--- src/arith_pkg.sv ---
// Number formats shared by the MAC elements, the drain path and the result scaler
`default_nettype none

package arith_pkg;

  // Weights and activations are signed bytes
  localparam int OPERAND_WIDTH = 8;

  // Accumulators are wide enough that a long activation stream cannot wrap in practice
  localparam int ACC_WIDTH = 32;

  // Scaled results are signed bytes again, ready to be packed four to a word
  localparam int RESULT_WIDTH = 8;

  // Fixed scale applied to every accumulator before saturation
  localparam int RESULT_SHIFT = 2;

  // Clamp limits of the result format, held at accumulator width for direct comparison
  localparam logic signed [ACC_WIDTH-1:0] RESULT_MAX = (1 <<< (RESULT_WIDTH - 1)) - 1;
  localparam logic signed [ACC_WIDTH-1:0] RESULT_MIN = -RESULT_MAX - 1;

endpackage

`default_nettype wire

--- src/array_pkg.sv ---
// Geometry of the processing element row and the layout of the packed output word
`default_nettype none

package array_pkg;

  // Number of processing elements chained in the row
  localparam int NUM_PE = 4;

  // Results packed into one output word
  // One word per drain, so this matches the row length
  localparam int PACKING = NUM_PE;

  // Width of the packed output word
  localparam int WORD_WIDTH = PACKING * arith_pkg::RESULT_WIDTH;

  // The packed word is built lane by lane but leaves the design as one raw word
  // Lane 3 sits in the top byte and carries the result of the element nearest the output
  typedef union packed {
    logic [WORD_WIDTH-1:0] raw;
    logic signed [PACKING-1:0][arith_pkg::RESULT_WIDTH-1:0] lane;
  } result_word_u;

endpackage

`default_nettype wire

--- src/mac_pe.sv ---
// One multiply-accumulate element of the row, chained through its weight, activation and drain links
`default_nettype none

module mac_pe (
  input  logic                                  clk,
  input  logic                                  rst,
  input  logic                                  ena,
  input  logic                                  w_shift,
  input  logic signed [arith_pkg::OPERAND_WIDTH-1:0] w_in,
  input  logic                                  a_valid,
  input  logic signed [arith_pkg::OPERAND_WIDTH-1:0] a_in,
  input  logic                                  drain_shift,
  input  logic signed [arith_pkg::ACC_WIDTH-1:0]     acc_in,
  output logic signed [arith_pkg::OPERAND_WIDTH-1:0] w_out,
  output logic                                  a_valid_out,
  output logic signed [arith_pkg::OPERAND_WIDTH-1:0] a_out,
  output logic signed [arith_pkg::ACC_WIDTH-1:0]     acc_out
);

  import arith_pkg::*;

  logic signed [OPERAND_WIDTH-1:0]   w_q;
  logic signed [OPERAND_WIDTH-1:0]   a_q;
  logic                              a_valid_q;
  logic signed [ACC_WIDTH-1:0]       acc_q;
  logic signed [2*OPERAND_WIDTH-1:0] prod;

  // The element multiplies the activation it forwards, so the product lines up
  // with the same activation one element further down the row
  assign prod = a_q * w_q;

  always_ff @(posedge clk) begin
    if (rst) begin
      w_q       <= '0;
      a_valid_q <= 1'b0;
      acc_q     <= '0;
    end else if (ena) begin
      // Weight loading is a plain shift register along the row
      if (w_shift) begin
        w_q <= w_in;
      end
      a_valid_q <= a_valid;
      // During a drain the accumulators form a shift chain toward the output end
      if (drain_shift) begin
        acc_q <= acc_in;
      end else if (a_valid_q) begin
        acc_q <= acc_q + ACC_WIDTH'(prod);
      end
    end
  end

  // Activation data moves down the row in step with its valid bit
  always_ff @(posedge clk) begin
    if (ena) begin
      a_q <= a_in;
    end
  end

  assign w_out       = w_q;
  assign a_valid_out = a_valid_q;
  assign a_out       = a_q;
  assign acc_out     = acc_q;

  // A drain that starts while products are still in flight would lose one of them
  assert property (@(posedge clk) disable iff (rst) ena && drain_shift |-> !a_valid_q)
    else $error("mac_pe: drain shift collided with a pending multiply-accumulate");

endmodule

`default_nettype wire

--- src/pe_row.sv ---
// Row of MAC elements plus the drain sequencer that streams the accumulators out one per cycle
`default_nettype none

module pe_row (
  input  logic                                clk,
  input  logic                                rst,
  input  logic                                ena,
  input  logic                                w_load,
  input  logic [arith_pkg::OPERAND_WIDTH-1:0] w_data,
  input  logic                                a_valid,
  input  logic [arith_pkg::OPERAND_WIDTH-1:0] a_data,
  input  logic                                drain,
  output logic                                drain_wrreq,
  output logic [arith_pkg::ACC_WIDTH-1:0]     drain_data
);

  import arith_pkg::*;
  import array_pkg::*;

  localparam int CNT_W   = $clog2(NUM_PE);
  localparam int QUIET_W = $clog2(NUM_PE) + 1;

  // Links between neighbouring elements, entry 0 is fed from the row inputs
  logic signed [OPERAND_WIDTH-1:0] w_chain [NUM_PE+1];
  logic signed [OPERAND_WIDTH-1:0] a_chain [NUM_PE+1];
  logic                            v_chain [NUM_PE+1];
  logic signed [ACC_WIDTH-1:0]     acc_chain [NUM_PE+1];

  logic             drain_start;
  logic             drain_active;
  logic [CNT_W-1:0] drain_cnt;
  logic [QUIET_W-1:0] act_quiet;

  assign w_chain[0]   = w_data;
  assign a_chain[0]   = a_data;
  assign v_chain[0]   = a_valid;
  // Zeros follow the data in, which leaves every accumulator cleared after a drain
  assign acc_chain[0] = '0;

  for (genvar k = 0; k < NUM_PE; k++) begin : g_pe
    mac_pe u_pe (
      .clk         (clk),
      .rst         (rst),
      .ena         (ena),
      .w_shift     (w_load),
      .w_in        (w_chain[k]),
      .a_valid     (v_chain[k]),
      .a_in        (a_chain[k]),
      .drain_shift (drain_active),
      .acc_in      (acc_chain[k]),
      .w_out       (w_chain[k+1]),
      .a_valid_out (v_chain[k+1]),
      .a_out       (a_chain[k+1]),
      .acc_out     (acc_chain[k+1])
    );
  end

  // The drain pulse is registered first, then the chain shifts for NUM_PE cycles
  // act_quiet counts enabled cycles since the last activation, saturating at NUM_PE
  always_ff @(posedge clk) begin
    if (rst) begin
      drain_start  <= 1'b0;
      drain_active <= 1'b0;
      drain_cnt    <= '0;
      act_quiet    <= QUIET_W'(NUM_PE);
    end else if (ena) begin
      drain_start <= drain;
      if (drain_start) begin
        drain_active <= 1'b1;
        drain_cnt    <= '0;
      end else if (drain_active) begin
        if (drain_cnt == CNT_W'(NUM_PE - 1)) begin
          drain_active <= 1'b0;
        end
        drain_cnt <= drain_cnt + 1'b1;
      end
      if (a_valid) begin
        act_quiet <= '0;
      end else if (act_quiet != QUIET_W'(NUM_PE)) begin
        act_quiet <= act_quiet + 1'b1;
      end
    end
  end

  // Each strobe presents the accumulator of the last element, PE3 first
  assign drain_wrreq = drain_active;
  assign drain_data  = acc_chain[NUM_PE];

  // The last product reaches PE3 NUM_PE cycles after its activation enters the row
  assert property (@(posedge clk) disable iff (rst)
                   ena && drain |-> act_quiet == QUIET_W'(NUM_PE))
    else $error("pe_row: drain requested before the last activation settled");

  assert property (@(posedge clk) disable iff (rst)
                   ena && (drain_start || drain_active) |-> !drain && !a_valid)
    else $error("pe_row: drain or activation arrived while a drain is in progress");

endmodule

`default_nettype wire

--- src/result_trunc.sv ---
// Scales one accumulator down by a fixed shift and saturates it to the result format
`default_nettype none

module result_trunc (
  input  logic [arith_pkg::ACC_WIDTH-1:0]    acc,
  output logic [arith_pkg::RESULT_WIDTH-1:0] result
);

  import arith_pkg::*;

  logic signed [ACC_WIDTH-1:0] shifted;

  // Arithmetic shift keeps the sign, so negative sums round toward minus infinity
  assign shifted = $signed(acc) >>> RESULT_SHIFT;

  // Anything outside the byte range pins to the nearest limit
  always_comb begin
    if (shifted > RESULT_MAX) begin
      result = RESULT_MAX[RESULT_WIDTH-1:0];
    end else if (shifted < RESULT_MIN) begin
      result = RESULT_MIN[RESULT_WIDTH-1:0];
    end else begin
      result = shifted[RESULT_WIDTH-1:0];
    end
  end

endmodule

`default_nettype wire

--- src/pe_packer.sv ---
// Gathers the scaled results of one drain into a packed output word and flags it once complete
`default_nettype none

module pe_packer (
  input  logic                               clk,
  input  logic                               rst,
  input  logic                               ena,
  input  logic                               drain_wrreq,
  input  logic [arith_pkg::ACC_WIDTH-1:0]    drain_data,
  output logic                               out_valid,
  output logic [array_pkg::WORD_WIDTH-1:0]   out_data
);

  import arith_pkg::*;
  import array_pkg::*;

  localparam int PCNT_W = $clog2(PACKING);

  logic [PCNT_W-1:0]       pack_cnt;
  logic [RESULT_WIDTH-1:0] scaled;
  result_word_u            word_q;
  result_word_u            word_out;
  logic                    last_lane;

  result_trunc u_trunc (
    .acc    (drain_data),
    .result (scaled)
  );

  assign last_lane = (pack_cnt == PCNT_W'(PACKING - 1));

  // Count strobes within a drain, wrapping after the last lane
  always_ff @(posedge clk) begin
    if (rst) begin
      pack_cnt <= '0;
    end else if (ena && drain_wrreq) begin
      if (last_lane) begin
        pack_cnt <= '0;
      end else begin
        pack_cnt <= pack_cnt + 1'b1;
      end
    end
  end

  // Results arrive PE3 first, so the first strobe fills the top lane
  // Lane 0 is never stored; the last result goes straight to the output
  always_ff @(posedge clk) begin
    if (rst) begin
      word_q.raw <= '0;
    end else if (ena && drain_wrreq && !last_lane) begin
      word_q.lane[PACKING - 1 - int'(pack_cnt)] <= scaled;
    end
  end

  always_comb begin
    word_out         = word_q;
    word_out.lane[0] = scaled;
  end

  assign out_data = word_out.raw;
  // A word is complete only on the strobe that fills the last lane
  assign out_valid = ena && drain_wrreq && last_lane;

  // A drain delivers exactly PACKING strobes and leaves the count back at zero
  assert property (@(posedge clk) disable iff (rst) !drain_wrreq |-> pack_cnt == '0)
    else $error("pe_packer: pack count out of step with the drain strobes");

endmodule

`default_nettype wire

--- src/pe_drain_top.sv ---
// Top level of the drain path, joining the MAC row to the result packer behind plain ports
`default_nettype none

module pe_drain_top (
  input  logic                                clk,
  input  logic                                rst,
  input  logic                                ena,
  input  logic                                w_load,
  input  logic [arith_pkg::OPERAND_WIDTH-1:0] w_data,
  input  logic                                a_valid,
  input  logic [arith_pkg::OPERAND_WIDTH-1:0] a_data,
  input  logic                                drain,
  output logic                                out_valid,
  output logic [array_pkg::WORD_WIDTH-1:0]    out_data
);

  import arith_pkg::*;

  // The drain link is only a strobe and one accumulator per cycle
  logic                 drain_wrreq;
  logic [ACC_WIDTH-1:0] drain_data;

  pe_row u_row (
    .clk         (clk),
    .rst         (rst),
    .ena         (ena),
    .w_load      (w_load),
    .w_data      (w_data),
    .a_valid     (a_valid),
    .a_data      (a_data),
    .drain       (drain),
    .drain_wrreq (drain_wrreq),
    .drain_data  (drain_data)
  );

  pe_packer u_packer (
    .clk         (clk),
    .rst         (rst),
    .ena         (ena),
    .drain_wrreq (drain_wrreq),
    .drain_data  (drain_data),
    .out_valid   (out_valid),
    .out_data    (out_data)
  );

endmodule

`default_nettype wire

--- config.mk ---
export PLATFORM = sky130hd
export DESIGN_NAME = pe_drain_top
export DESIGN_NICKNAME = d
export VERILOG_FILES = /design/src/arith_pkg.sv /design/src/array_pkg.sv /design/src/mac_pe.sv /design/src/pe_row.sv /design/src/result_trunc.sv /design/src/pe_packer.sv /design/src/pe_drain_top.sv
export SDC_FILE = /design/constraint.sdc
export NUM_CORES = 2
export LEC_CHECK = 0
export BUFFER_PORTS_ARGS = -buffer_cell sky130_fd_sc_hd__buf_2
export CAP_MARGIN = 5
export CORE_ASPECT_RATIO = 0.8
export CORE_MARGIN = 4
export CORE_UTILIZATION = 25
export DETAILED_ROUTE_END_ITERATION = 10
export PLACE_DENSITY_LB_ADDON = 0.25
export RECOVER_POWER = 50
export SYNTH_ARGS = -nofsm -noshare
export SYNTH_HDL_FRONTEND = slang
export SYNTH_HIERARCHICAL = 1
export SYNTH_SLANG_ARGS = --single-unit
--- constraint.sdc ---
create_clock -name clk -period 6 [get_ports clk]
set_clock_uncertainty 0.2 [all_clocks]
set_input_delay 1.5 -clock clk [delete_from_list [all_inputs] [get_ports clk]]
set_output_delay 1.5 -clock clk [all_outputs]
set_load 0.03 [all_outputs]
Yosys cells after proc, flatten, opt, wreduce, memory -nomap -nowiden
Index checks and enable logic that the tools add are counted.

cells by class
  order comparisons = 4
  $add $sub $neg = 7
  muxes and demuxes = 19
  multiply operators = 4
  reduce and logical (&&, ||, !) cells = 16
  eq/ne operators = 2

operators by type and width
  operator                                                                              number
  32-bit 2-to-1 mux                                                                     8
  32-bit by 16-bit adder with 32-bit output                                             4
  8-bit by 8-bit multiplier with 16-bit output                                          4
  32-bit bitwise mux                                                                    1
  32-bit by 1-bit greater-or-equal comparator with 1-bit output, second input constant  1
  32-bit by 4-bit less-than comparator with 1-bit output, second input constant         1
  30-bit by 8-bit greater-than comparator with 1-bit output, second input constant      1
  30-bit by 8-bit less-than comparator with 1-bit output, second input constant         1
  8-bit 2-to-1 mux                                                                      3
  8-bit demux with 2-bit select                                                         1
  2-bit AND reduction                                                                   6
  2-bit nonzero test                                                                    5
  2-bit 2-to-1 mux                                                                      3
  2-bit by 1-bit adder with 2-bit output, second input constant                         2
  2-bit equality test, second input constant                                            2
  1-bit logical AND                                                                     4
  1-bit 2-to-1 mux                                                                      3
  2-bit by 2-bit subtractor with 3-bit output, first input constant                     1
  1-bit logical NOT                                                                     1

word-level totals
  bits of input ports = 22
  bits in registers = 234
  word-level logic and storage cells = 73

Longest topological paths before layout
  depth in word-level cells = 6
  gate-level depth with buffers = 22
  gate-level depth less buffers = 21

Hierarchy
Netlist, hierarchy kept.

modules (own cells, without submodules)
  module                       instances  cells an instance  sequential area each (um^2)  area an instance (um^2)
  mac_pe (u_row.g_pe[1].u_pe)  1          764                1061.0                       7443.4
  mac_pe (u_row.g_pe[0].u_pe)  1          764                1061.0                       7428.4
  mac_pe (u_row.g_pe[2].u_pe)  1          742                1061.0                       7370.8
  mac_pe (u_row.g_pe[3].u_pe)  1          740                1061.0                       7347.0
  pe_packer                    1          107                520.5                        1177.4
  pe_row                       1          19                 80.1                         191.4
  result_trunc                 1          24                 0.0                          173.9

Worst setup path after synthesis
Ideal clock, no wire load.

  kind = reg-to-reg
  from = register u_row.g_pe[2].u_pe.w_q[0]
  to = register u_row.g_pe[2].u_pe.acc_q[26]
  period minus slack after synthesis = 6.567 ns
  arrival time = 6.288 ns
  buffers on the path = 1
  stages on the path, launching flop included = 20
  setup slack = -0.567 ns
  setup time = 0.079 ns
  cells stage by stage = dfxtp_1 > clkbuf_1 > and2_1 > inv_1 > fa_1 > inv_1 > fa_1 > fa_1 > fa_1 > fa_1 > ha_1 > a21o_1 > a21oi_2 > a211oi_4 > a211oi_2 > o2bb2ai_2 > o311ai_4 > o21ai_2 > mux2_4 > a211oi_2

on the way
  cells in the longest elaborated chain, start to end = 4

RTL lines
  item                                          RTL line      source
  start: declaration                            mac_pe.sv:22  logic signed [OPERAND_WIDTH-1:0] w_q;
  start signal: assignment                      mac_pe.sv:40  w_q <= w_in;
  8-bit by 8-bit multiplier with 16-bit output  mac_pe.sv:30  assign prod = a_q * w_q;
  32-bit by 16-bit adder with 32-bit output     mac_pe.sv:47  acc_q <= acc_q + ACC_WIDTH'(prod);
  32-bit 2-to-1 mux                             mac_pe.sv:46  end else if (a_valid_q) begin
  32-bit 2-to-1 mux                             mac_pe.sv:44  if (drain_shift) begin
  end signal: assignment                        mac_pe.sv:45  acc_q <= acc_in;
  end signal: assignment                        mac_pe.sv:47
  end: declaration                              mac_pe.sv:25  logic signed [ACC_WIDTH-1:0] acc_q;

No other way between the ends. The select of a mux whose other input is x is not followed.
A chain may end at the register's enable or synchronous reset.

Worst setup path in the final report
  from = register u_row.g_pe[2].u_pe.a_q[7]
  to = register u_row.g_pe[2].u_pe.acc_q[26]

on the way
  cells in the longest elaborated chain, start to end = 4

RTL lines
  item                                          RTL line      source
  start: declaration                            mac_pe.sv:23  logic signed [OPERAND_WIDTH-1:0] a_q;
  start signal: assignment                      mac_pe.sv:55  a_q <= a_in;
  8-bit by 8-bit multiplier with 16-bit output  mac_pe.sv:30
  32-bit by 16-bit adder with 32-bit output     mac_pe.sv:47
  32-bit 2-to-1 mux                             mac_pe.sv:46
  32-bit 2-to-1 mux                             mac_pe.sv:44

No other way between the ends. The select of a mux whose other input is x is not followed.

==> flow_summary.ini <==
[yosys]
ys_seq_area_share_pct = 15.6
synth.distinct_cells = 107
netlist_area_sq_um = 31100
synth_xor_area_share_pct = 2.95
synth_commonest_cells = fa_1 (544), inv_1 (390), ha_1 (285), nand2_1 (248), dfxtp_1 (194)
ys_top_cells_by_area = fa_1 (35%), dfxtp_1 (12%), ha_1 (11%)
synth_edf_count = 32
synth_fa_ha_area_share_pct = 46.4
synth_top_cell_by_area = fa_1
synth.top_cell.area_share_pct = 35.0
synth_compound_area_share_pct = 12.5
synth_cells = 3160
synth_seq_cells = 226
synth.area.mux_share_pct = 2.42
synth-main-ff-cell = dfxtp_1
yosys.cell_count.top_type = fa_1
yosys_warnings = 6
synth_simple_gate_area_share_pct = 13.7
synth_top_family_by_area = adder cells
async_flop_share_pct = 0
syn_avg_cell_area_sq_um = 9.85

[clock_tree]
clkSlewWorstSetupHoldPaths_ps = 60
clock_path_buffers = 3
ctsHoldBuffers = 0
clock-sinks = 226
insertion_delay_ps = 610
tritoncts = built
root_buffer = clkbuf_16
htreeDepth = 1
cts_buffers = 31

[power_and_ir_drop]
p_sw_uw = 1850
powerDensity_nw_per_um2 = 146
p_leak_uw = 0.0176
ir_drop_uv = 216
power_frac_comb_pct = 30.2
p_int_uw = 3470
p_clk_share_pct = 37.8
swShare_pct = 34.7
seqPwrFrac_pct = 32.1

[status]
status = completed

[sta]
min_period_ps = 5800
period_share_pct = 96.6
max_slew_margin_pct = 21.1
fin_ws_ps = 202
slew_violations = 0
fmax_ghz = 0.172
final_hold_viol_count = 0
worst_hold_slack_ps = 271
setup-violations-final = 0
setup_tns_ps = 0
tightest_slew_ps = 1180
rsz0062_at_grt = yes

[placed_design]
pre_cts_slack_ps = 52.6
place.gp.congestion = 0.834
io_buffers = 54
hpwl_um = 67200

[finish]
drive_gt1_share_pct = 13.7
antennaDiodeCount = 0
fillers = 13000
regArea_sq_um = 4850
nNetsFinal = 4227
syn_to_final_growth_pct = 16.7
fin_util_pct = 29.5
multi_input_area_sq_um = 24900

[grt]
grtUsageTotal_pct = 12.9
busiest_layer = met2
grt.overflow.total = 0
met3_usage_pct = 1.58
grt_util_met1_pct = 19.6
antenna_found_initial = 1
grt_max_degree = 85
grt_pass1_vias = 23600
grt_use_met2_pct = 20.2
grt_pass1_wl_um = 135000

[hold_path]
worstHoldPathType = reg -> reg
holdPathStages = 2

[worst_setup_path]
ff2ff_path_depth = 18
end_kind = flip-flop
cp_max_fo = 5
crit_type = reg -> reg
cp.arrival_ps = 6110
critPathLaunchType = flip-flop
cp.required_ps = 6320

[drt]
wire_per_inst_um = 16.3
wl_um = 82000
drt-initial-drc-count = 1391
drc = 0
routed-via-count = 22700
vias_per_cell = 4.50
dr.pass1.iters = 5
ant_nets = 0

[job]
cap_viol_max_count = 0

[die]
dieArea_sq_um = 130000
ios = 55
num_rows = 115
die_h_um = 324
die_x_um = 403
core_sq_um = 123000
start_util_pct = 25.2
-- placed cells by master (no fill, tap or decap), types with 40 or more instances in the layout --
cell	n
fa_1	539
inv_1	382
ha_1	259
nand2_1	241
dfxtp_1	190
buf_4	184
nor2_1	184
a21oi_1	157
and2_1	123
o21ai_0	74
a211oi_1	72
mux2i_1	69
xnor2_1	65
nand3_1	53
buf_2	52
nand2b_1	51
a21o_1	50
xor2_1	40
-- through the flow --
| step | cells | total power (uW) | area [sq um] |
|---|---|---|---|
| floorplan | 3191 | 2780 | 31300 |
| global placement | 4945 | 3270 | 34400 |
| detailed placement | 4945 | 3270 | 34400 |
| CTS | 5002 | 5330 | 35500 |
| global route | 5038 | 5690 | 36300 |
| finish | 5038 | 5320 | 36300 |
-- state kept, by name, indices dropped and copies added, names as in the netlist --
signal,count
u_row/g_pe.u_pe/acc_out,128
u_packer/pack_cnt,2
u_row/g_pe.u_pe/a_out,32
u_row/drain_cnt,2
u_row/g_pe.u_pe/w_out,32
u_packer/word_q,24
u_row/drain_wrreq,1
u_row/drain_start,1
u_row/g_pe.u_pe/a_valid_out,4
-- layout make-up --
type,count,share of cell area [%]
clock inverter,20,0.720
sequential,226,13.4
inverter,396,4.12
timing repair buffer,257,5.29
multi-input combinational,2464,68.6
tap,1638,5.64
clock buffer,37,2.25
-- power by group through the flow --
stage                     combinational [uW]  clock [uW]  sequential (uW)
after floorplan                         1090           0             1700
after global placement                  1520           0             1750
after detailed placement                1520           0             1750
after CTS                               1530        2080             1710
after global routing                    1830        2140             1720
final                                   1610        2010             1700
-- routing by layer --
metal  share of wire (%)  vias up  routed length [um]
met5                   0        -                   0
met4                 1.2        0                 952
met3                 3.8       57                3150
met2                  44      340               36200
met1                  51    11300               41600
li1                    -    11000                   -
-- cells by family (layout without fill, tap and decap cells) --
| kind of cell | Yosys count | in the layout |
|---|---|---|
| buffers and inverters | 501 | 710 |
| other | 1 | 32 |
| flip-flops | 226 | 226 |
| AND/OR/NAND/NOR | 849 | 849 |
| multiplexers | 74 | 74 |
| adder cells (fa/ha/maj) | 829 | 829 |
| AO/OA/AOI/OAI | 575 | 575 |
| XOR/XNOR | 105 | 105 |
-- critical path, cell delays in order, from the launching register on --
cell and delay [ps]:
edfxtp_1 480, and2_2 270, inv_1 80, fa_1 430, inv_1 90, fa_1 440, fa_1 560, fa_1 420
fa_1 440, ha_1 380, buf_4 150, o2111ai_4 150, a211oi_4 350, a211oi_4 150, o2bb2ai_4 180, o311ai_4 260
o21ai_2 130, mux2_4 310, a211oi_2 210
-- repair_timing --
| item | in CTS | in global routing |
|---|---|---|
| endpoints found under the setup margin | 0 | 38 |
| resized for setup | 0 | 115 |
| buffers inserted | 0 | 36 |
-- worst paths after layout --
kind              slack (ps)                   startpoint                             end
hold / removal           270          u_packer/word_q[16]             u_packer/word_q[16]
setup reg to reg         200  u_row/g_pe[2].u_pe/a_out[7]  u_row/g_pe[2].u_pe/acc_out[26]
setup / recovery         200  u_row/g_pe[2].u_pe/a_out[7]  u_row/g_pe[2].u_pe/acc_out[26]
hold reg to reg          270          u_packer/word_q[16]             u_packer/word_q[16]
Note: power is estimated with default switching activity, not from simulation.
